--- src/rv_pkg.sv ---
// ~~~~~~~~~~~~~~~~~~~~~~~~~~~~~~~~~~~~~~~~~~~~~~~~~~
// Shared types for the five-stage RV32I subset core.
// Opcodes, ALU operations, instruction layouts and the
// structs carried between pipeline stages.
// ~~~~~~~~~~~~~~~~~~~~~~~~~~~~~~~~~~~~~~~~~~~~~~~~~~
package rv_pkg;

    localparam int XLEN   = 32;
    localparam int REG_AW = 5;

    // Major opcodes of the supported subset
    typedef enum logic [6:0] {
        OPC_OP     = 7'b0110011,
        OPC_OP_IMM = 7'b0010011,
        OPC_LOAD   = 7'b0000011,
        OPC_STORE  = 7'b0100011,
        OPC_BRANCH = 7'b1100011
    } opc_e;

    typedef enum logic [2:0] {
        ALU_ADD = 3'd0,
        ALU_SUB = 3'd1,
        ALU_AND = 3'd2,
        ALU_OR  = 3'd3,
        ALU_XOR = 3'd4,
        ALU_SLT = 3'd5
    } alu_op_e;

    typedef struct packed {
        logic [6:0]        funct7;
        logic [REG_AW-1:0] rs2;
        logic [REG_AW-1:0] rs1;
        logic [2:0]        funct3;
        logic [REG_AW-1:0] rd;
        logic [6:0]        opcode;
    } instr_r_t;

    typedef struct packed {
        logic [11:0]       imm;
        logic [REG_AW-1:0] rs1;
        logic [2:0]        funct3;
        logic [REG_AW-1:0] rd;
        logic [6:0]        opcode;
    } instr_i_t;

    // One instruction word, two ways to read it
    typedef union packed {
        instr_r_t r;
        instr_i_t i;
    } instr_u;

    typedef struct packed {
        logic    reg_write;
        logic    mem_read;
        logic    mem_write;
        logic    alu_src;
        logic    mem_to_reg;
        logic    branch;
        alu_op_e alu_op;
    } ctrl_t;

    typedef struct packed {
        logic            valid;
        logic [XLEN-1:0] pc;
        instr_u          instr;
    } if_id_t;

    typedef struct packed {
        ctrl_t             ctrl;
        logic [XLEN-1:0]   pc;
        logic [XLEN-1:0]   rs1_data;
        logic [XLEN-1:0]   rs2_data;
        logic [XLEN-1:0]   imm;
        logic [REG_AW-1:0] rs1;
        logic [REG_AW-1:0] rs2;
        logic [REG_AW-1:0] rd;
    } id_ex_t;

    typedef struct packed {
        logic              reg_write;
        logic              mem_read;
        logic              mem_write;
        logic              mem_to_reg;
        logic [XLEN-1:0]   alu;
        logic [XLEN-1:0]   store_data;
        logic [REG_AW-1:0] rd;
    } ex_mem_t;

    // Register write request from the last stage
    typedef struct packed {
        logic              we;
        logic [REG_AW-1:0] rd;
        logic [XLEN-1:0]   data;
    } wb_t;

endpackage

--- src/rv_decode.sv ---
// ~~~~~~~~~~~~~~~~~~~~~~~~~~~~~~~~~~~~~~~~~~~~~~~~~~
// Decode stage: register file with debug read port,
// control and immediate decode, load-use detection
// and the ID/EX register.
// ~~~~~~~~~~~~~~~~~~~~~~~~~~~~~~~~~~~~~~~~~~~~~~~~~~
`timescale 1ns/10ps

module rv_decode (
    input  logic                      clk,
    input  logic                      i_rst_n,
    input  logic                      i_run,
    input  rv_pkg::if_id_t            i_if_id,
    input  logic                      i_flush,
    input  rv_pkg::wb_t               i_wb,
    input  logic [rv_pkg::REG_AW-1:0] i_dbg_addr,
    output logic                      o_stall,
    output rv_pkg::id_ex_t            o_id_ex,
    output logic [rv_pkg::XLEN-1:0]   o_dbg_data
);
    import rv_pkg::*;

    logic [XLEN-1:0] regs [2**REG_AW];
    instr_u          ins;
    ctrl_t           ctrl_d;
    logic [XLEN-1:0] imm_d;
    logic [XLEN-1:0] rs1_data;
    logic [XLEN-1:0] rs2_data;
    logic            uses_rs2;
    logic [XLEN-1:0] dbg_q;
    id_ex_t          id_ex_q;

    assign ins = i_if_id.instr;

    // x0 is never written, so it keeps its reset value
    always_ff @(posedge clk) begin
        if (!i_rst_n) begin
            for (int k = 0; k < 2**REG_AW; k++) begin
                regs[k] <= '0;
            end
        end else if (i_run && i_wb.we && i_wb.rd != '0) begin
            regs[i_wb.rd] <= i_wb.data;
        end
    end

    // Same-cycle write goes straight to the read ports
    assign rs1_data = (i_wb.we && i_wb.rd == ins.r.rs1 && ins.r.rs1 != '0) ?
                      i_wb.data : regs[ins.r.rs1];
    assign rs2_data = (i_wb.we && i_wb.rd == ins.r.rs2 && ins.r.rs2 != '0) ?
                      i_wb.data : regs[ins.r.rs2];

    always_comb begin
        ctrl_d   = '0;
        imm_d    = {{20{ins.i.imm[11]}}, ins.i.imm};
        uses_rs2 = 1'b0;
        case (ins.r.opcode)
            OPC_OP: begin
                ctrl_d.reg_write = 1'b1;
                uses_rs2         = 1'b1;
                case (ins.r.funct3)
                    3'b111:  ctrl_d.alu_op = ALU_AND;
                    3'b110:  ctrl_d.alu_op = ALU_OR;
                    3'b100:  ctrl_d.alu_op = ALU_XOR;
                    3'b010:  ctrl_d.alu_op = ALU_SLT;
                    default: ctrl_d.alu_op = ins.r.funct7[5] ? ALU_SUB : ALU_ADD;
                endcase
            end
            OPC_OP_IMM: begin
                ctrl_d.reg_write = 1'b1;
                ctrl_d.alu_src   = 1'b1;
            end
            OPC_LOAD: begin
                ctrl_d.reg_write  = 1'b1;
                ctrl_d.mem_read   = 1'b1;
                ctrl_d.mem_to_reg = 1'b1;
                ctrl_d.alu_src    = 1'b1;
            end
            OPC_STORE: begin
                ctrl_d.mem_write = 1'b1;
                ctrl_d.alu_src   = 1'b1;
                uses_rs2         = 1'b1;
                imm_d = {{20{ins.r.funct7[6]}}, ins.r.funct7, ins.r.rd};
            end
            OPC_BRANCH: begin
                ctrl_d.branch = 1'b1;
                ctrl_d.alu_op = ALU_SUB;
                uses_rs2      = 1'b1;
                imm_d = {{20{ins.r.funct7[6]}}, ins.r.rd[0], ins.r.funct7[5:0],
                         ins.r.rd[4:1], 1'b0};
            end
            default: ;
        endcase
        // Writes to x0 are dropped here, before they enter the pipe
        if (ins.r.rd == '0) begin
            ctrl_d.reg_write = 1'b0;
        end
        if (!i_if_id.valid) begin
            ctrl_d = '0;
        end
    end

    // Load in EX whose result is needed here
    assign o_stall = i_if_id.valid && id_ex_q.ctrl.mem_read && id_ex_q.rd != '0 &&
                     (id_ex_q.rd == ins.r.rs1 || (uses_rs2 && id_ex_q.rd == ins.r.rs2));

    always_ff @(posedge clk) begin
        if (!i_rst_n) begin
            id_ex_q.ctrl <= '0;
        end else if (i_run) begin
            id_ex_q.ctrl     <= (i_flush || o_stall) ? '0 : ctrl_d;
            id_ex_q.pc       <= i_if_id.pc;
            id_ex_q.rs1_data <= rs1_data;
            id_ex_q.rs2_data <= rs2_data;
            id_ex_q.imm      <= imm_d;
            id_ex_q.rs1      <= ins.r.rs1;
            id_ex_q.rs2      <= ins.r.rs2;
            id_ex_q.rd       <= ins.r.rd;
        end
    end

    always_ff @(posedge clk) begin
        dbg_q <= regs[i_dbg_addr];
    end

    assign o_id_ex    = id_ex_q;
    assign o_dbg_data = dbg_q;

endmodule

--- config.mk ---
export PLATFORM = sky130hd
export DESIGN_NAME = rv_decode
export DESIGN_NICKNAME = d
export VERILOG_FILES = /design/src/rv_pkg.sv /design/src/rv_decode.sv
export SDC_FILE = /design/constraint.sdc
export NUM_CORES = 2
export LEC_CHECK = 0
export ABC_CLOCK_PERIOD_IN_PS = 5200
export BUFFER_PORTS_ARGS = -buffer_cell sky130_fd_sc_hd__buf_2
export CORE_AREA = 4 4 320 400
export CTS_BUF_LIST = sky130_fd_sc_hd__clkbuf_16
export DETAILED_ROUTE_END_ITERATION = 8
export DIE_AREA = 0 0 324 404
export PLACE_DENSITY = 0.75
export RECOVER_POWER = 25
export SLEW_MARGIN = 20
export SYNTH_ARGS = -nofsm -noshare
export SYNTH_HDL_FRONTEND = slang
export SYNTH_SLANG_ARGS = --single-unit
--- constraint.sdc ---
create_clock -name clk -period 5.2 [get_ports clk]
set_input_delay 0.78 -clock clk [delete_from_list [all_inputs] [get_ports clk]]
set_output_delay 0.78 -clock clk [all_outputs]
set_load 0.01 [all_outputs]
==> flow_summary_export.csv <==
group,metric,value,unit
clock_tree,htreeDepth,3,
setup_path,worstPathRequired,5570,ps
hold_path,holdCritPathClass,"in2reg",
placement,numPlacedInstances,6142,
synth,yosysSeqAreaShare,52.0,%
global_route,grt_max_degree,96,
finish,area_growth,9.84,%
setup_path,crit_type,"in2reg",
timing,hold_violations,0,
clock_tree,clkTransAtPathRegs,60,ps
synth,synth_edf_count,1148,
run,cap_violations,24,
placement,port_buffers,296,
route,vias_per_cell,7.45,
setup_path,crit_path_cell_trace,"clkbuf_1, and3_1, nand3_1, o21ai_0, buf_4",
route,ant_nets,0,
route,met3WireLength,35900,um
timing,slew_violations,382,
global_route,grt_use_total,36.5,%
clock_tree,postCtsSetupBuffers,0,
setup_path,crit_buf_inv,2,
synth,synth_top_cell_by_area,"edfxtp_1",
power_and_ir_drop,leakage,25.8,nW
finish,instances_no_fill,6372,
synth,synth_area_leaders,"edfxtp_1 (51%), mux4_2 (22%), and2_1 (9.2%)",
setup_path,cp.arrival,4820,ps
route,drc,0,
floorplanning,fp.dieH,404,um
power_and_ir_drop,p_comb_share,14.4,%
placement,hpwl,145000,um
outcome,status,"finished with violations",
timing,whs,179,ps
synth,yosys_warnings,0,
power_and_ir_drop,p_sw,6.22,mW
clock_tree,post_cts_resized,0,
timing,relSlewSlack,-127,%
timing,fin_crit,4450,ps
route,vias,47500,
power_and_ir_drop,p_seq_share,49.3,%
synth,yosysUniqueCellTypes,51,
setup_path,critPathTopFamily,"compound AO/OA/AOI/OAI gates",
synth,ys_seq_elements,1188,
timing,setup_tns,0,ps
placement,place.gp.congestion,0.946,
clock_tree,hold_buffers,0,
timing,fin_crit_sh,85.6,%
clock_tree,clock_latency,780,ps
synth,synthCells,4579,
setup_path,cp_max_fo,26,
timing,setup_viol,0,
synth,postSynthAreaPerCell,14.8,um^2
route,dr.pass1.iters,8,
floorplanning,start_util,54.5,%
timing,skew,39.1,ps
clock_tree,clock-sinks,1188,
route,drt_first_iter_violations,8141,
global_route,antenna_found_initial,28,
finish,drive_gt1_share,25.4,%
route,wl_met1,77400,um
power_and_ir_drop,clkPwrFrac,36.3,%
global_route,first_global_vias,46800,
outcome,violations,"max-capacitance violations, max-slew violations",
clock_tree,root_buffer,"clkbuf_16",
synth,ys_async_sr_fraction,0,%
synth,synthMostInstantiatedCell,"edfxtp_1",
power_and_ir_drop,powerDensity,313,nW/um^2
power_and_ir_drop,peakVddDrop,266,uV
setup_path,cp-end-kind,"flip-flop",
clock_tree,cts_buffers,118,
clock_tree,cts_tree,"yes",
global_route,grt_pass1_wl,338000,um
power_and_ir_drop,p_int,17.1,mW
synth,yosysTopAreaCellShare,50.8,%
timing,fmax,225,MHz
floorplanning,die_area,131000,um^2
floorplanning,fp.coreArea,124000,um^2
route,routed_wl,240000,um
clock_tree,cts_buffer_depth,3,
global_route,overflow,0,
synth,syn_area,67900,um^2
timing,rsz0062_at_grt,"false",
power_and_ir_drop,total_power,23.3,mW
route,route.met2.wl,107000,um
finish,fin_nets,4759,
route,wl_per_cell,37.7,um
floorplanning,row_count,145,
route,maxUsedRoutingLayer,"met5",
setup_path,critPathMaxStageDelay,1670,ps
synth,yosys-top-cells-count,"edfxtp_1 (1148), and2_1 (995), mux4_2 (650)",
synth,synth_ff_type,"edfxtp_1",
floorplanning,die_x,324,um
setup_path,cpMaxStageDelayCell,"o21ai_0",
setup_path,start_kind,"input port",
floorplanning,io_pins,297,
power_and_ir_drop,power.share.switching,26.7,%
timing,worst_pin_slew,3400,ps
[power by group through the flow]
stage / clock [mW] / combinational (mW) / sequential, mW
after floorplan: 0 / 2.09 / 11.6
final: 8.46 / 3.36 / 11.5
after global routing: 8.88 / 3.45 / 11.5
after CTS: 8.46 / 3.31 / 11.5
after detailed placement: 0 / 3.30 / 11.7
after global placement: 0 / 3.27 / 11.6
[placed cells by master, fill, tap and decap left out, types with 55 or more instances in the layout]
cell type  netlist  final
nand2_1         59     55
nand3_1         74     74
edfxtp_1      1148   1148
buf_4           43    115
clkbuf_16        0    121
buf_2           96    125
and2_0           2    131
mux2i_1        363    363
mux4_2         650    650
nor3_1          65     65
and2_1         995    862
o22ai_1        124    124
a22oi_1        121    121
clkbuf_1       337    172
a22o_1          79     79
[sequential cells by signal, summed over array words and instances (netlist names)]
signal      flops
o_dbg_data     32
o_id_ex       132
regs         1024
[final timing paths]
kind,startpoint,endpoint,slack (ps),cells past startpoint
worst max-delay path,i_wb[37],regs[19][10],750,5
worst min register to register,o_id_ex[145],o_id_ex[145],460,2
worst max register to register,regs[30][24],o_id_ex[71],3050,4
worst min-delay path,i_if_id[54],o_id_ex[133],180,1
[layout make-up]
cell class	count	area [um^2]
clock inverters	95	714
fillers	9316	49900
inverters	5	18.8
diodes	12	30.0
clock buffers	121	3030
well taps	1617	2020
flip-flops and latches	1188	35300
multi-input cells	2891	30800
repair buffers	443	2690
[per-layer routing]
| metal | vias up | track usage [%] |
|---|---|---|
| met5 | - | 0 |
| met4 | 24 | 24.4 |
| met3 | 1144 | 12.1 |
| met2 | 4484 | 54.8 |
| met1 | 23600 | 45.3 |
| li1 | 18300 | - |
[cells by family after synthesis]
| kind of cell | synth area share [%] |
|---|---|
| AOI/OAI and AO/OA | 5.27 |
| xor gates and xnor gates | 0.271 |
| buffers and inverters | 3.46 |
| DFF | 52.0 |
| muxes | 27.7 |
| other | 0.00553 |
| and+or+nand+nor | 11.3 |
[metrics by stage]
stage | setup slack (ps) | util [%] | area, um^2
global route | 767 | 59.9 | 74500
detailed placement | 1460 | 57.2 | 71300
CTS | 1690 | 60.3 | 75000
global placement | 1480 | 57.2 | 71200
floorplan | 236 | - | 68000
finish | 751 | 59.9 | 74500
Power figures use the tool's default switching activity.
