$ cat src/rv_pkg.sv
// ~~~~~~~~~~~~~~~~~~~~~~~~~~~~~~~~~~~~~~~~~~~~~~~~~~
// Shared types for the five-stage RV32I subset core.
// Opcodes, ALU operations, instruction layouts and the
// structs carried between pipeline stages.
// ~~~~~~~~~~~~~~~~~~~~~~~~~~~~~~~~~~~~~~~~~~~~~~~~~~
package rv_pkg;

    localparam int XLEN   = 32;
    localparam int REG_AW = 5;

    // Major opcodes of the supported subset
    typedef enum logic [6:0] {
        OPC_OP     = 7'b0110011,
        OPC_OP_IMM = 7'b0010011,
        OPC_LOAD   = 7'b0000011,
        OPC_STORE  = 7'b0100011,
        OPC_BRANCH = 7'b1100011
    } opc_e;

    typedef enum logic [2:0] {
        ALU_ADD = 3'd0,
        ALU_SUB = 3'd1,
        ALU_AND = 3'd2,
        ALU_OR  = 3'd3,
        ALU_XOR = 3'd4,
        ALU_SLT = 3'd5
    } alu_op_e;

    typedef struct packed {
        logic [6:0]        funct7;
        logic [REG_AW-1:0] rs2;
        logic [REG_AW-1:0] rs1;
        logic [2:0]        funct3;
        logic [REG_AW-1:0] rd;
        logic [6:0]        opcode;
    } instr_r_t;

    typedef struct packed {
        logic [11:0]       imm;
        logic [REG_AW-1:0] rs1;
        logic [2:0]        funct3;
        logic [REG_AW-1:0] rd;
        logic [6:0]        opcode;
    } instr_i_t;

    // One instruction word, two ways to read it
    typedef union packed {
        instr_r_t r;
        instr_i_t i;
    } instr_u;

    typedef struct packed {
        logic    reg_write;
        logic    mem_read;
        logic    mem_write;
        logic    alu_src;
        logic    mem_to_reg;
        logic    branch;
        alu_op_e alu_op;
    } ctrl_t;

    typedef struct packed {
        logic            valid;
        logic [XLEN-1:0] pc;
        instr_u          instr;
    } if_id_t;

    typedef struct packed {
        ctrl_t             ctrl;
        logic [XLEN-1:0]   pc;
        logic [XLEN-1:0]   rs1_data;
        logic [XLEN-1:0]   rs2_data;
        logic [XLEN-1:0]   imm;
        logic [REG_AW-1:0] rs1;
        logic [REG_AW-1:0] rs2;
        logic [REG_AW-1:0] rd;
    } id_ex_t;

    typedef struct packed {
        logic              reg_write;
        logic              mem_read;
        logic              mem_write;
        logic              mem_to_reg;
        logic [XLEN-1:0]   alu;
        logic [XLEN-1:0]   store_data;
        logic [REG_AW-1:0] rd;
    } ex_mem_t;

    // Register write request from the last stage
    typedef struct packed {
        logic              we;
        logic [REG_AW-1:0] rd;
        logic [XLEN-1:0]   data;
    } wb_t;

endpackage

$ cat src/rv_execute.sv
// ~~~~~~~~~~~~~~~~~~~~~~~~~~~~~~~~~~~~~~~~~~~~~~~~~~
// Execute stage: operand forwarding, ALU, BEQ
// resolution and the EX/MEM register.
// ~~~~~~~~~~~~~~~~~~~~~~~~~~~~~~~~~~~~~~~~~~~~~~~~~~
`timescale 1ns/10ps

module rv_execute (
    input  logic                    clk,
    input  logic                    i_rst_n,
    input  logic                    i_run,
    input  rv_pkg::id_ex_t          i_id_ex,
    input  rv_pkg::wb_t             i_wb,
    output logic                    o_flush,
    output logic [rv_pkg::XLEN-1:0] o_target,
    output rv_pkg::ex_mem_t         o_ex_mem
);
    import rv_pkg::*;

    ex_mem_t         ex_mem_q;
    logic [XLEN-1:0] op_a;
    logic [XLEN-1:0] op_b_reg;
    logic [XLEN-1:0] op_b;
    logic [XLEN-1:0] alu_res;

    // Youngest producer first, then write-back, then the register file value
    function automatic logic [XLEN-1:0] fwd(input logic [REG_AW-1:0] rs,
                                            input logic [XLEN-1:0]   rf_data,
                                            input ex_mem_t           mem,
                                            input wb_t               wb);
        logic [XLEN-1:0] val;
        val = rf_data;
        if (rs != '0 && mem.reg_write && mem.rd == rs) begin
            val = mem.alu;
        end else if (rs != '0 && wb.we && wb.rd == rs) begin
            val = wb.data;
        end
        return val;
    endfunction

    assign op_a     = fwd(i_id_ex.rs1, i_id_ex.rs1_data, ex_mem_q, i_wb);
    assign op_b_reg = fwd(i_id_ex.rs2, i_id_ex.rs2_data, ex_mem_q, i_wb);
    assign op_b     = i_id_ex.ctrl.alu_src ? i_id_ex.imm : op_b_reg;

    always_comb begin
        case (i_id_ex.ctrl.alu_op)
            ALU_SUB: alu_res = op_a - op_b;
            ALU_AND: alu_res = op_a & op_b;
            ALU_OR:  alu_res = op_a | op_b;
            ALU_XOR: alu_res = op_a ^ op_b;
            ALU_SLT: alu_res = {{(XLEN-1){1'b0}}, $signed(op_a) < $signed(op_b)};
            default: alu_res = op_a + op_b;
        endcase
    end

    // BEQ taken when the forwarded operands match
    assign o_flush  = i_id_ex.ctrl.branch && (op_a == op_b_reg);
    assign o_target = i_id_ex.pc + i_id_ex.imm;

    always_ff @(posedge clk) begin
        if (!i_rst_n) begin
            ex_mem_q.reg_write  <= 1'b0;
            ex_mem_q.mem_read   <= 1'b0;
            ex_mem_q.mem_write  <= 1'b0;
            ex_mem_q.mem_to_reg <= 1'b0;
        end else if (i_run) begin
            ex_mem_q.reg_write  <= i_id_ex.ctrl.reg_write && !o_flush;
            ex_mem_q.mem_read   <= i_id_ex.ctrl.mem_read;
            ex_mem_q.mem_write  <= i_id_ex.ctrl.mem_write && !o_flush;
            ex_mem_q.mem_to_reg <= i_id_ex.ctrl.mem_to_reg;
            ex_mem_q.alu        <= alu_res;
            ex_mem_q.store_data <= op_b_reg;
            ex_mem_q.rd         <= i_id_ex.rd;
        end
    end

    assign o_ex_mem = ex_mem_q;

endmodule

$ cat config.mk
export PLATFORM = sky130hd
export DESIGN_NAME = rv_execute
export DESIGN_NICKNAME = d
export VERILOG_FILES = /design/src/rv_pkg.sv /design/src/rv_execute.sv
export SDC_FILE = /design/constraint.sdc
export NUM_CORES = 1
export LEC_CHECK = 0
export ABC_CLOCK_PERIOD_IN_PS = 6800
export BUFFER_PORTS_ARGS = -buffer_cell sky130_fd_sc_hd__buf_4
export CAP_MARGIN = 30
export CORE_ASPECT_RATIO = 1.75
export CORE_UTILIZATION = 50
export DETAILED_ROUTE_END_ITERATION = 16
export PLACE_DENSITY = 0.75
export SLEW_MARGIN = 20
export SYNTH_ARGS = -nofsm -noshare
export SYNTH_HDL_FRONTEND = slang
export SYNTH_SLANG_ARGS = --single-unit
$ cat constraint.sdc
create_clock -name clk -period 6.8 [get_ports clk]
set_input_delay 0 -clock clk [delete_from_list [all_inputs] [get_ports clk]]
set_output_delay 0 -clock clk [all_outputs]
set_load 0.02 [all_outputs]
==> summary.json, run 1 <==
{
  "clock_network": {
    "post_cts.resized_instances": 0,
    "hold_buffers": 14,
    "cts_sinks": 73,
    "tritoncts": "yes",
    "clockBufferDepth": 2,
    "postCtsSetupRepairBufs": 0,
    "clock_latency_ns": 0.37,
    "clock-root-buffer": "clkbuf_16",
    "cts_htree_levels": 3,
    "cts.reportedPaths.clkPinSlew_ns": 0.07,
    "cts_bufs_inserted": 9
  },
  "critical_path": {
    "crit_top_cell": "nor2_1",
    "cp_cell_instances": "xnor2_1, o211ai_2, buf_4, nor2_1, o21ai_0, mux2_2, ha_1, nor2_1, a221oi_1, o41ai_1, o21a_1, a2111oi_1, nand2_1, a31oi_1, nor2_1, o32a_1",
    "slowest_delay_ns": 1.07,
    "cpLargestDelayFamily": "compound AO/OA/AOI/OAI gates",
    "rr_startpoint": "o_ex_mem[3]",
    "cp.required_ns": 6.92,
    "critical_path.max_fanout": 23,
    "cp_num_buf_inv": 1,
    "crit_path_end_kind": "flip-flop",
    "critPathSlowestCell": "a2111oi_1",
    "worstSetupStartpointType": "flip-flop",
    "criticalPathCategory": "reg2reg",
    "launching_instance_or_port_of_the_critical_path": "o_ex_mem[3]",
    "worstPathArrival_ns": 6.48
  },
  "synth": {
    "yosys_warnings": 0,
    "post_synth_instance_area_sq_mm": 0.0119,
    "synth_enable_flop_cells": 69,
    "syn_nets": 1933,
    "post_synth_inst_count": 1610,
    "fraction_of_registers_with_async_set_or_reset_after_synthesis_pct": 0,
    "number_of_unique_standard_cell_types_used_by_synthesis": 84,
    "synth_area_per_cell_sq_um": 7.38,
    "synthFlopType": "edfxtp_1",
    "ys_seq_area_share_pct": 18.1,
    "flip_flop_and_latch_count_after_synthesis": 73
  },
  "detailed_routing": {
    "wirelength_per_cell_um": 25.4,
    "drt-pass1-iter-count": 6,
    "routed_wl_mm": 55.4,
    "dr_total_vias": 14300,
    "drt_first_iter_violations": 1565,
    "drtAntennaViolNets": 0,
    "viasPerCell": 6.55,
    "drcViolationCount": 0
  },
  "sta": {
    "fmax_ghz": 0.157,
    "drv_slew": 0,
    "report.final.setup_viol": 0,
    "hold_violations": 0,
    "finalWorstPathRequiredPeriod_ns": 6.36,
    "worst-slew-pin-transition_ns": 1.25,
    "max_slew_margin_pct": 16.2,
    "fin_worst_skew_ns": 0.00517,
    "finalCritPeriodShare_pct": 93.5,
    "grt_setup_unrepaired": "false",
    "totalNegativeSetupSlack_ns": 0
  },
  "final_layout": {
    "postLayoutCellArea_sq_mm": 0.0148,
    "num-fill-cells": 2229,
    "layout.cells.most_common": "buf_4",
    "number_of_flip_flops_in_the_largest_register": 73,
    "final_net_count": 2193,
    "final_layout_size_suffix_gt1_share_pct": 21.6,
    "mostFrequentLayoutCells": "buf_4, o21ai_0, inv_1, a21oi_1, ha_1",
    "layout-area-overhead-vs-synth_pct": 24.5
  },
  "grt": {
    "via_count_of_the_first_global_routing_pass": 13800,
    "grt_start_max_net_pins": 70,
    "grt_usage_pct": 44.4,
    "globalRoute.totalOverflow": 0,
    "antenna_found_initial": 1,
    "grt_first_pass_wirelength_mm": 81.3
  },
  "worst_hold_path": {
    "hold_class": "in2reg",
    "timing.hold.worst.start": "i_run"
  },
  "die": {
    "initial_cell_density_of_the_core_pct": 50.9,
    "die_width_um": 118,
    "die_height_um": 206,
    "row_count": 74,
    "floorplan.die_area_sq_mm": 0.0244,
    "core_area_sq_mm": 0.0233,
    "design.portCount": 299
  },
  "place": {
    "place_congestion": 1.08,
    "place_hpwl_mm": 43.9,
    "io_buffer_count": 298,
    "detailed_place.area_sq_mm": 0.0143
  },
  "power_and_ir_drop": {
    "vdd.ir_drop.worst_v": 0.000132,
    "total_power_w": 0.00247,
    "cellLeakagePower_nw": 6.40,
    "pwr_density_cell_mw_per_mm2": 167
  },
  "run_status": {
    "status": "finished clean"
  },
  "run": {
    "drv_cap": 0
  }
}
logic make-up (layout without fill, tap and decap cells):
group | Yosys count | after routing | share of synthesized area (%)
buf+inv | 228 | 493 | 7.45
xor+xnor | 96 | 96 | 7.08
simple gates | 481 | 481 | 19.7
compound gates | 572 | 572 | 31.1
other cells | 0 | 1 | 0
mux | 30 | 30 | 2.63
flops | 73 | 73 | 18.1
fa+ha+maj | 130 | 130 | 13.9
routing by layer:
metal | track usage (%) | up-vias | wire length (um)
li1 | - | 6429 | -
met4 | 32.4 | 0 | 4380
met1 | 49.0 | 6592 | 18900
met5 | 0 | - | 0
met3 | 8.20 | 251 | 5520
met2 | 76.4 | 1014 | 26500
final timing paths:
check / cells after the start / endpoint / slack [ns]
setup / recovery: 16 / o_ex_mem[64] / 0.44
hold / removal: 3 / o_ex_mem[72] / 0.02
setup reg to reg: 16 / o_ex_mem[64] / 0.44
hold reg to reg: 2 / o_ex_mem[72] / 0.63
power by group:
part | leakage [nW] | internal (W) | switching [W]
Clock | 0.130 | 0.000248 | 0.000228
Sequential | 0.686 | 0.000539 | 0.0000340
Combinational | 5.58 | 0.000552 | 0.000873
cell usage after synthesis (17+ instances only):
cell | n | area [sq um]
nand3_1 | 68 | 340
inv_1 | 134 | 503
xor2_1 | 21 | 184
a21o_1 | 27 | 203
xnor2_1 | 75 | 657
a211oi_1 | 23 | 173
ha_1 | 127 | 1590
a22oi_1 | 17 | 128
edfxtp_1 | 69 | 2070
clkbuf_1 | 73 | 274
mux2i_1 | 20 | 200
a21oi_1 | 127 | 636
o211ai_1 | 19 | 143
o21ai_0 | 164 | 821
nor4_1 | 19 | 119
a31o_2 | 26 | 228
a31oi_1 | 35 | 219
nor3_1 | 66 | 330
nand2_1 | 123 | 462
nor2_1 | 115 | 432
worst reg2reg max path, stage by stage (launching register included):
cell,delay [ns]
edfxtp_1,0.44
xnor2_1,0.21
o211ai_2,0.13
buf_4,0.25
nor2_1,0.73
o21ai_0,0.36
mux2_2,0.35
ha_1,0.48
nor2_1,0.07
a221oi_1,0.41
o41ai_1,0.26
o21a_1,0.30
a2111oi_1,1.07
nand2_1,0.27
a31oi_1,0.36
nor2_1,0.07
o32a_1,0.35
metrics by stage:
| stage | hold slack, ns | utilization (%) | worst slack, ns | instances |
|---|---|---|---|---|
| after floorplan | 0.0989 | - | 1.90 | 1610 |
| after global placement | 0.180 | 61.4 | 0.526 | 2146 |
| after detailed placement | 0.180 | 61.5 | 0.708 | 2147 |
| after CTS | 0.00805 | 63.2 | 0.684 | 2177 |
| after global routing | 0.0717 | 63.4 | 0.271 | 2180 |
| final | 0.0208 | 63.4 | 0.443 | 2180 |
cell type report:
class | instances | area [sq um] | area share [%]
Sequential cell | 73 | 2150 | 14.6
Antenna cell | 1 | 2.50 | 0.0169
Timing Repair Buffer | 341 | 2600 | 17.6
Inverter | 136 | 510 | 3.45
Clock buffer | 10 | 229 | 1.55
Multi-Input combinational cell | 1309 | 8860 | 59.9
Clock inverter | 6 | 42.5 | 0.288
Tap cell | 304 | 380 | 2.57
(Power assumes the default switching activity.)
==> run 2, diff against run 1 <==
--- a/config.mk
+++ b/config.mk
@@ -8,7 +8,7 @@
 export ABC_CLOCK_PERIOD_IN_PS = 6800
 export BUFFER_PORTS_ARGS = -buffer_cell sky130_fd_sc_hd__buf_4
 export CAP_MARGIN = 30
-export CORE_ASPECT_RATIO = 1.75
+export CORE_ASPECT_RATIO = 0.9
 export CORE_UTILIZATION = 50
 export DETAILED_ROUTE_END_ITERATION = 16
 export PLACE_DENSITY = 0.75
==> summary.json, run 2 (same netlist as run 1, synthesis figures left out) <==
{
  "run": {
    "drv_cap": {"value": 0, "change": "unchanged"}
  },
  "critical_path": {
    "path_depth": {"value": 19, "change": "was 16"},
    "worst_r2r_endpoint": {"value": "o_ex_mem[67]", "change": "was o_ex_mem[64]"},
    "cp_num_buf_inv": {"value": 3, "change": "was 1"},
    "critical_path.max_fanout": {"value": 24, "change": "was 23"},
    "cp.required": {"value": 6.90, "unit": "ns", "change": "was 6.92 ns"},
    "worstPathArrival": {"value": 6.01, "unit": "ns", "change": "was 6.48 ns"},
    "criticalPathCategory": {"value": "reg2reg", "change": "unchanged"},
    "cp_cell_instances": {"value": "xnor2_1, nand4_1, buf_4, or2_1, buf_4, nor2_1, a21oi_1, ha_1, inv_1, fa_1, nor2b_1, o21ai_0, a211oi_1, o2111ai_1, nand2_1, a2111oi_1, o311ai_0, a22oi_1, a311o_1", "change": "was xnor2_1, o211ai_2, buf_4, nor2_1, o21ai_0, mux2_2, ha_1, nor2_1, a221oi_1, o41ai_1, o21a_1, a2111oi_1, nand2_1, a31oi_1, nor2_1, o32a_1"},
    "crit_top_cell": {"value": "buf_4", "change": "was nor2_1"},
    "worstSetupStartpointType": {"value": "flip-flop", "change": "unchanged"},
    "critPathSlowestCell": {"value": "or2_1", "change": "was a2111oi_1"},
    "rr_startpoint": {"value": "o_ex_mem[1]", "change": "was o_ex_mem[3]"},
    "cpLargestDelayFamily": {"value": "compound AO/OA/AOI/OAI gates", "change": "unchanged"},
    "worst_r2r_path_depth": {"value": 19, "change": "was 16"},
    "reg2reg_setup_slack": {"value": 0.90, "unit": "ns", "change": "was 0.44 ns"},
    "crit_path_end_kind": {"value": "flip-flop", "change": "unchanged"},
    "slowest_delay": {"value": 0.61, "unit": "ns", "change": "was 1.07 ns"}
  },
  "place": {
    "place_hpwl": {"value": 42.7, "unit": "mm", "change": "was 43.9 mm"},
    "detailedPlace.worstSlack": {"value": 1.04, "unit": "ns", "change": "was 0.708 ns"},
    "placed_cells": {"value": 2145, "change": "was 2147"},
    "io_buffer_count": {"value": 298, "change": "unchanged"},
    "place_congestion": {"value": 1.05, "change": "was 1.08"}
  },
  "detailed_routing": {
    "drtAntennaViolNets": {"value": 0, "change": "unchanged"},
    "viasPerCell": {"value": 6.54, "change": "was 6.55"},
    "drt_first_iter_violations": {"value": 1850, "change": "was 1565"},
    "wirelength_per_cell": {"value": 25.0, "unit": "um", "change": "was 25.4 um"},
    "dr_total_vias": {"value": 14200, "change": "was 14300"},
    "routed_wl": {"value": 54.4, "unit": "mm", "change": "was 55.4 mm"},
    "drt-pass1-iter-count": {"value": 6, "change": "unchanged"},
    "drcViolationCount": {"value": 0, "change": "unchanged"}
  },
  "worst_hold_path": {
    "min_delay_worst_endpoint": {"value": "o_ex_mem[72]", "change": "unchanged"},
    "hold_class": {"value": "in2reg", "change": "unchanged"},
    "timing.hold.worst.start": {"value": "i_run", "change": "unchanged"},
    "min_path_cells": {"value": 3, "change": "unchanged"}
  },
  "clock_network": {
    "tritoncts": {"value": "yes", "change": "unchanged"},
    "cts_sinks": {"value": 73, "change": "unchanged"},
    "postCtsSetupRepairBufs": {"value": 0, "change": "unchanged"},
    "cts.reportedPaths.clkPinSlew": {"value": 0.07, "unit": "ns", "change": "about the same"},
    "post_cts.resized_instances": {"value": 0, "change": "unchanged"},
    "cts_bufs_inserted": {"value": 9, "change": "unchanged"},
    "clockBufferDepth": {"value": 2, "change": "unchanged"},
    "cts_htree_levels": {"value": 3, "change": "unchanged"},
    "clock-root-buffer": {"value": "clkbuf_16", "change": "unchanged"},
    "clock_latency": {"value": 0.36, "unit": "ns", "change": "was 0.37 ns"}
  },
  "sta": {
    "grt_setup_unrepaired": {"value": "false", "change": "unchanged"},
    "drv_slew": {"value": 0, "change": "unchanged"},
    "hold_violations": {"value": 0, "change": "unchanged"},
    "fmax": {"value": 0.169, "unit": "GHz", "change": "was 0.157 GHz"},
    "worst-slew-pin-transition": {"value": 1.04, "unit": "ns", "change": "was 1.25 ns"},
    "report.final.setup_viol": {"value": 0, "change": "unchanged"},
    "max_slew_margin": {"value": 29.9, "unit": "%", "change": "was 16.2%"},
    "totalNegativeSetupSlack": {"value": 0, "unit": "ns", "change": "unchanged"},
    "finalWorstPathRequiredPeriod": {"value": 5.90, "unit": "ns", "change": "was 6.36 ns"},
    "fin_worst_skew": {"value": 0.00722, "unit": "ns", "change": "was 0.00517 ns"},
    "finalCritPeriodShare": {"value": 86.8, "unit": "%", "change": "was 93.5%"},
    "setup_ws": {"value": 0.898, "unit": "ns", "change": "was 0.443 ns"}
  },
  "power_and_ir_drop": {
    "power_switching_share": {"value": 44.6, "unit": "%", "change": "was 45.9%"},
    "switching_power": {"value": 0.00112, "unit": "W", "change": "was 0.00114 W"},
    "power.internal": {"value": 0.00140, "unit": "W", "change": "was 0.00134 W"},
    "vdd.ir_drop.worst": {"value": 0.000147, "unit": "V", "change": "was 0.000132 V"},
    "power_frac_seq": {"value": 22.7, "unit": "%", "change": "was 23.1%"},
    "pwr_density_cell": {"value": 170, "unit": "mW/mm^2", "change": "was 167 mW/mm^2"},
    "power.share.combinational": {"value": 56.7, "unit": "%", "change": "was 57.6%"},
    "cellLeakagePower": {"value": 6.43, "unit": "nW", "change": "was 6.40 nW"},
    "clkPwrFrac": {"value": 20.6, "unit": "%", "change": "was 19.2%"}
  },
  "final_layout": {
    "final_net_count": {"value": 2193, "change": "unchanged"},
    "number_of_flip_flops_in_the_largest_register": {"value": 73, "change": "unchanged"},
    "layout-area-overhead-vs-synth": {"value": 24.8, "unit": "%", "change": "was 24.5%"},
    "mostFrequentLayoutCells": {"value": "buf_4, o21ai_0, inv_1, a21oi_1, ha_1", "change": "unchanged"},
    "layout.cells.non_filler": {"value": 2177, "change": "was 2180"},
    "antennaDiodeCount": {"value": 0, "change": "was 1"},
    "layout.cells.most_common": {"value": "buf_4", "change": "unchanged"},
    "final_util": {"value": 63.5, "unit": "%", "change": "was 63.4%"},
    "final_layout_size_suffix_gt1_share": {"value": 21.7, "unit": "%", "change": "was 21.6%"}
  },
  "die": {
    "die_height": {"value": 148, "unit": "um", "change": "was 206 um"},
    "initial_cell_density_of_the_core": {"value": 50.9, "unit": "%", "change": "about the same"},
    "die_width": {"value": 164, "unit": "um", "change": "was 118 um"},
    "floorplan.die_area": {"value": 0.0244, "unit": "sq mm", "change": "about the same"},
    "row_count": {"value": 53, "change": "was 74"},
    "design.portCount": {"value": 299, "change": "unchanged"},
    "core_area": {"value": 0.0233, "unit": "sq mm", "change": "about the same"}
  },
  "grt": {
    "grt_start_max_net_pins": {"value": 73, "change": "was 70"},
    "grt_first_pass_wirelength": {"value": 78.3, "unit": "mm", "change": "was 81.3 mm"},
    "grt_usage": {"value": 43.0, "unit": "%", "change": "was 44.4%"},
    "antenna_found_initial": {"value": 1, "change": "unchanged"},
    "via_count_of_the_first_global_routing_pass": {"value": 12900, "change": "was 13800"},
    "globalRoute.totalOverflow": {"value": 0, "change": "unchanged"}
  },
  "run_status": {
    "status": {"value": "finished clean", "change": "unchanged"}
  }
}
## run 2: cell types whose count changed in the layout (fill, tap and decap cells not counted), sizes merged
cell and change:
clkinv -2, clkbuf +2, inv -1, diode -1
bufinv +1
## run 2: metrics by stage
stage                     area, sq um  hold WS, ns  total power [W]
after floorplan                 11900       0.0989          0.00145
after detailed placement        14300        0.188          0.00195
after CTS                       14800       0.0233          0.00247
after global routing            14800       0.0450          0.00263
final                           14800       0.0192          0.00252
after global placement          14300        0.188          0.00194
## run 2: worst max-delay path by stage
stage                         to        start  slack [ns]
global route        o_ex_mem[64]  o_ex_mem[0]        0.69
floorplan           o_ex_mem[64]  o_ex_mem[2]        1.90
global placement    o_ex_mem[67]   i_id_ex[6]        1.19
finish              o_ex_mem[67]  o_ex_mem[1]        0.90
detailed placement  o_ex_mem[64]  o_ex_mem[3]        1.04
CTS                 o_ex_mem[67]  o_ex_mem[1]        0.98
## run 2: per-layer routing
layer | up-vias | routed length (um) | global-route usage (%)
met5 | - | 17 | 0
met3 | 162 | 6760 | 10.1
met1 | 6620 | 21600 | 57.0
li1 | 6420 | - | -
met4 | 2 | 2620 | 18.3
met2 | 1039 | 23400 | 66.6
## run 2: power groups by stage
stage | Combinational (W) | Clock [W] | Sequential [W]
final | 0.00143 | 0.000519 | 0.000573
after global routing | 0.00152 | 0.000539 | 0.000573
after CTS | 0.00138 | 0.000521 | 0.000571
after detailed placement | 0.00137 | 0 | 0.000581
after global placement | 0.00135 | 0 | 0.000581
after floorplan | 0.000845 | 0 | 0.000602
## run 2: layout make-up
class,count,area [sq um]
clock buffer,12,256
inverter,136,510
clock inverter,4,51.3
timing repair buffer,341,2620
multi-input combinational,1309,8860
sequential,73,2150
tap,302,378
fill,2143,8520
## run 2: worst min-delay path, cell delays in order
cell and delay (ns):
buf_4 0.14, nand3_1 0.09, o211ai_1 0.09
## run 2: what timing repair did
item,in CTS,in global routing
hold endpoints to repair,9,0
hold buffers,14,0
endpoints found under the setup margin,0,0
==> run 3, diff against run 2 <==
--- a/config.mk
+++ b/config.mk
@@ -5,7 +5,7 @@
 export SDC_FILE = /design/constraint.sdc
 export NUM_CORES = 1
 export LEC_CHECK = 0
-export ABC_CLOCK_PERIOD_IN_PS = 6800
+export ABC_CLOCK_PERIOD_IN_PS = 6700
 export BUFFER_PORTS_ARGS = -buffer_cell sky130_fd_sc_hd__buf_4
 export CAP_MARGIN = 30
 export CORE_ASPECT_RATIO = 0.9
==> constraint.sdc (replaced) <==
create_clock -name clk -period 6.7 [get_ports clk]
set_input_delay 0 -clock clk [delete_from_list [all_inputs] [get_ports clk]]
set_output_delay 0 -clock clk [all_outputs]
set_load 0.02 [all_outputs]
==> summary.json, run 3 (same netlist as run 1, synthesis figures left out) <==
{
  "clock_network": {
    "postCtsSetupRepairBufs": {"value": 0, "change": "unchanged"},
    "clock_latency": {"value": 0.35, "unit": "ns", "change": "was 0.36 ns"},
    "clockBufferDepth": {"value": 2, "change": "unchanged"},
    "tritoncts": {"value": "yes", "change": "unchanged"},
    "clock-root-buffer": {"value": "clkbuf_16", "change": "unchanged"},
    "cts_htree_levels": {"value": 3, "change": "unchanged"},
    "cts.reportedPaths.clkPinSlew": {"value": 0.07, "unit": "ns", "change": "about the same"},
    "post_cts.resized_instances": {"value": 0, "change": "unchanged"},
    "cts_sinks": {"value": 73, "change": "unchanged"},
    "cts_bufs_inserted": {"value": 9, "change": "unchanged"}
  },
  "sta": {
    "worst-slew-pin-transition": {"value": 1.05, "unit": "ns", "change": "was 1.04 ns"},
    "hold_violations": {"value": 0, "change": "unchanged"},
    "setup_ws": {"value": 0.591, "unit": "ns", "change": "was 0.898 ns"},
    "finalWorstPathRequiredPeriod": {"value": 6.11, "unit": "ns", "change": "was 5.90 ns"},
    "holdWs": {"value": 0.0169, "unit": "ns", "change": "was 0.0192 ns"},
    "finalCritPeriodShare": {"value": 91.2, "unit": "%", "change": "was 86.8%"},
    "fin_worst_skew": {"value": 0.0137, "unit": "ns", "change": "was 0.00722 ns"},
    "max_slew_margin": {"value": 27.9, "unit": "%", "change": "was 29.9%"},
    "drv_slew": {"value": 0, "change": "unchanged"},
    "grt_setup_unrepaired": {"value": "false", "change": "unchanged"},
    "report.final.setup_viol": {"value": 0, "change": "unchanged"},
    "fmax": {"value": 0.164, "unit": "GHz", "change": "was 0.169 GHz"},
    "totalNegativeSetupSlack": {"value": 0, "unit": "ns", "change": "unchanged"}
  },
  "critical_path": {
    "worstSetupStartpointType": {"value": "flip-flop", "change": "unchanged"},
    "crit_top_cell": {"value": "nor2_1", "change": "was buf_4"},
    "cp_num_buf_inv": {"value": 0, "change": "was 3"},
    "cp.required": {"value": 6.80, "unit": "ns", "change": "was 6.90 ns"},
    "cp_cell_instances": {"value": "xnor2_1, nand4_1, nor2_1, o21ai_0, ha_1, nor2_1, a221oi_1, o41ai_1, o21a_1, a2111oi_0, nand2_1, a31oi_1, nor2_1, o32a_1", "change": "was xnor2_1, nand4_1, buf_4, or2_1, buf_4, nor2_1, a21oi_1, ha_1, inv_1, fa_1, nor2b_1, o21ai_0, a211oi_1, o2111ai_1, nand2_1, a2111oi_1, o311ai_0, a22oi_1, a311o_1"},
    "critical_path.max_fanout": {"value": 14, "change": "was 24"},
    "critPathSlowestCell": {"value": "a2111oi_0", "change": "was or2_1"},
    "reg2reg_setup_slack": {"value": 0.59, "unit": "ns", "change": "was 0.90 ns"},
    "launching_instance_or_port_of_the_critical_path": {"value": "o_ex_mem[0]", "change": "was o_ex_mem[1]"},
    "criticalPathCategory": {"value": "reg2reg", "change": "unchanged"},
    "path_depth": {"value": 14, "change": "was 19"},
    "worst_r2r_path_depth": {"value": 14, "change": "was 19"},
    "cpLargestDelayFamily": {"value": "compound AO/OA/AOI/OAI gates", "change": "unchanged"},
    "rr_startpoint": {"value": "o_ex_mem[0]", "change": "was o_ex_mem[1]"},
    "worst_setup_path_endpoint": {"value": "o_ex_mem[64]", "change": "was o_ex_mem[67]"},
    "worst_r2r_endpoint": {"value": "o_ex_mem[64]", "change": "was o_ex_mem[67]"},
    "slowest_delay": {"value": 0.89, "unit": "ns", "change": "was 0.61 ns"},
    "crit_path_end_kind": {"value": "flip-flop", "change": "unchanged"},
    "worstPathArrival": {"value": 6.21, "unit": "ns", "change": "was 6.01 ns"}
  },
  "die": {
    "floorplan.die_area": {"value": 0.0244, "unit": "sq mm", "change": "unchanged"},
    "die_width": {"value": 164, "unit": "um", "change": "unchanged"},
    "core_area": {"value": 0.0233, "unit": "sq mm", "change": "unchanged"},
    "initial_cell_density_of_the_core": {"value": 50.9, "unit": "%", "change": "unchanged"},
    "row_count": {"value": 53, "change": "unchanged"},
    "design.portCount": {"value": 299, "change": "unchanged"},
    "die_height": {"value": 148, "unit": "um", "change": "unchanged"}
  },
  "detailed_routing": {
    "drt-pass1-iter-count": {"value": 6, "change": "unchanged"},
    "drcViolationCount": {"value": 0, "change": "unchanged"},
    "dr_total_vias": {"value": 14400, "change": "was 14200"},
    "met3WireLength": {"value": 6.66, "unit": "mm", "change": "was 6.76 mm"},
    "wirelength_per_cell": {"value": 24.8, "unit": "um", "change": "was 25.0 um"},
    "wl_met1": {"value": 21.4, "unit": "mm", "change": "was 21.6 mm"},
    "routed_wl": {"value": 54.1, "unit": "mm", "change": "was 54.4 mm"},
    "drt_first_iter_violations": {"value": 2468, "change": "was 1850"},
    "viasPerCell": {"value": 6.61, "change": "was 6.54"},
    "drtAntennaViolNets": {"value": 0, "change": "unchanged"},
    "routed.top_layer": {"value": "met4", "change": "was met5"},
    "met2_wirelength": {"value": 23.4, "unit": "mm", "change": "about the same"}
  },
  "final_layout": {
    "number_of_flip_flops_in_the_largest_register": {"value": 73, "change": "unchanged"},
    "final_layout_size_suffix_gt1_share": {"value": 21.6, "unit": "%", "change": "was 21.7%"},
    "layout-area-overhead-vs-synth": {"value": 24.4, "unit": "%", "change": "was 24.8%"},
    "final_util": {"value": 63.3, "unit": "%", "change": "was 63.5%"},
    "final_net_count": {"value": 2192, "change": "was 2193"},
    "layout.cells.most_common": {"value": "buf_4", "change": "unchanged"},
    "num-fill-cells": {"value": 2127, "change": "was 2143"},
    "mostFrequentLayoutCells": {"value": "buf_4, o21ai_0, inv_1, a21oi_1, ha_1", "change": "unchanged"}
  },
  "power_and_ir_drop": {
    "cellLeakagePower": {"value": 6.40, "unit": "nW", "change": "was 6.43 nW"},
    "pwr_density_cell": {"value": 169, "unit": "mW/mm^2", "change": "was 170 mW/mm^2"},
    "total_power": {"value": 0.00249, "unit": "W", "change": "was 0.00252 W"},
    "vdd.ir_drop.worst": {"value": 0.000140, "unit": "V", "change": "was 0.000147 V"}
  },
  "grt": {
    "via_count_of_the_first_global_routing_pass": {"value": 12900, "change": "about the same"},
    "grt_usage": {"value": 42.8, "unit": "%", "change": "was 43.0%"},
    "grt_start_max_net_pins": {"value": 70, "change": "was 73"},
    "antenna_found_initial": {"value": 2, "change": "was 1"},
    "grt_first_pass_wirelength": {"value": 78.7, "unit": "mm", "change": "was 78.3 mm"},
    "globalRoute.totalOverflow": {"value": 0, "change": "unchanged"}
  },
  "place": {
    "place_hpwl": {"value": 42.7, "unit": "mm", "change": "about the same"},
    "detailedPlace.worstSlack": {"value": 0.875, "unit": "ns", "change": "was 1.04 ns"},
    "place_congestion": {"value": 1.04, "change": "was 1.05"},
    "io_buffer_count": {"value": 298, "change": "unchanged"}
  },
  "run_status": {
    "status": {"value": "finished clean", "change": "unchanged"}
  },
  "worst_hold_path": {
    "hold_class": {"value": "in2reg", "change": "unchanged"}
  },
  "run": {
    "drv_cap": {"value": 0, "change": "unchanged"}
  }
}
-- run 3: cell count changes in the layout (fill, tap and decap cells not counted), sizes merged --
cell	before	now
bufinv	1	0
clkbuf	12	13
clkinv	2	3
clkinvlp	1	0
diode	0	2
dlygate4sd3	14	13
-- run 3: metrics by stage --
stage / cells / cell area, sq um
after floorplan: 1610 / 11900
after global placement: 2144 / 14300
after detailed placement: 2145 / 14300
after CTS: 2174 / 14700
after global routing: 2178 / 14800
final: 2178 / 14800
-- run 3: tightest hold or removal path: stages --
cell and delay, ns:
buf_4 0.12, nand3_1 0.10, o211ai_1 0.09
-- run 3: worst min-delay path by stage --
stage	startpoint	to	slack [ns]	cells past startpoint
2_1_floorplan	i_id_ex[0]	o_ex_mem[0]	0.1	0
3_3_place_gp	i_id_ex[0]	o_ex_mem[0]	0.18	1
3_5_place_dp	i_id_ex[0]	o_ex_mem[0]	0.18	1
4_1_cts	i_id_ex[151]	o_ex_mem[72]	0.01	3
5_1_grt	i_id_ex[151]	o_ex_mem[72]	0.007	3
6_report	i_id_ex[151]	o_ex_mem[72]	0.02	3
-- run 3: layout make-up --
type	count	area [sq um]	share of cell area (%)
sequential	73	2150	14.6
clock inverter	3	18.8	0.127
timing repair buffer	340	2600	17.6
multi-input combinational	1309	8860	60.0
antenna	2	5.00	0.0339
tap	302	378	2.56
clock buffer	13	250	1.69
inverter	136	510	3.45
-- run 3: what timing repair did --
| action | CTS | global route |
|---|---|---|
| endpoints found under the setup margin | 0 | 0 |
| hold endpoints to repair | 9 | 0 |
| hold buffers | 13 | 0 |
-- run 3: layer usage --
layer | global-route usage (%) | vias to the layer above
li1 | - | 6413
met1 | 59.5 | 6681
met2 | 65.3 | 1112
met3 | 7.39 | 199
met4 | 17.7 | 0
met5 | 0 | -
-- run 3: report_power, final --
group	switching, W	leakage (nW)	internal, W	total [W]
registers	0.0000341	0.686	0.000547	0.000581
clock network	0.000201	0.134	0.000261	0.000462
logic	0.000890	5.58	0.000560	0.00145
total	0.00113	6.40	0.00137	0.00249
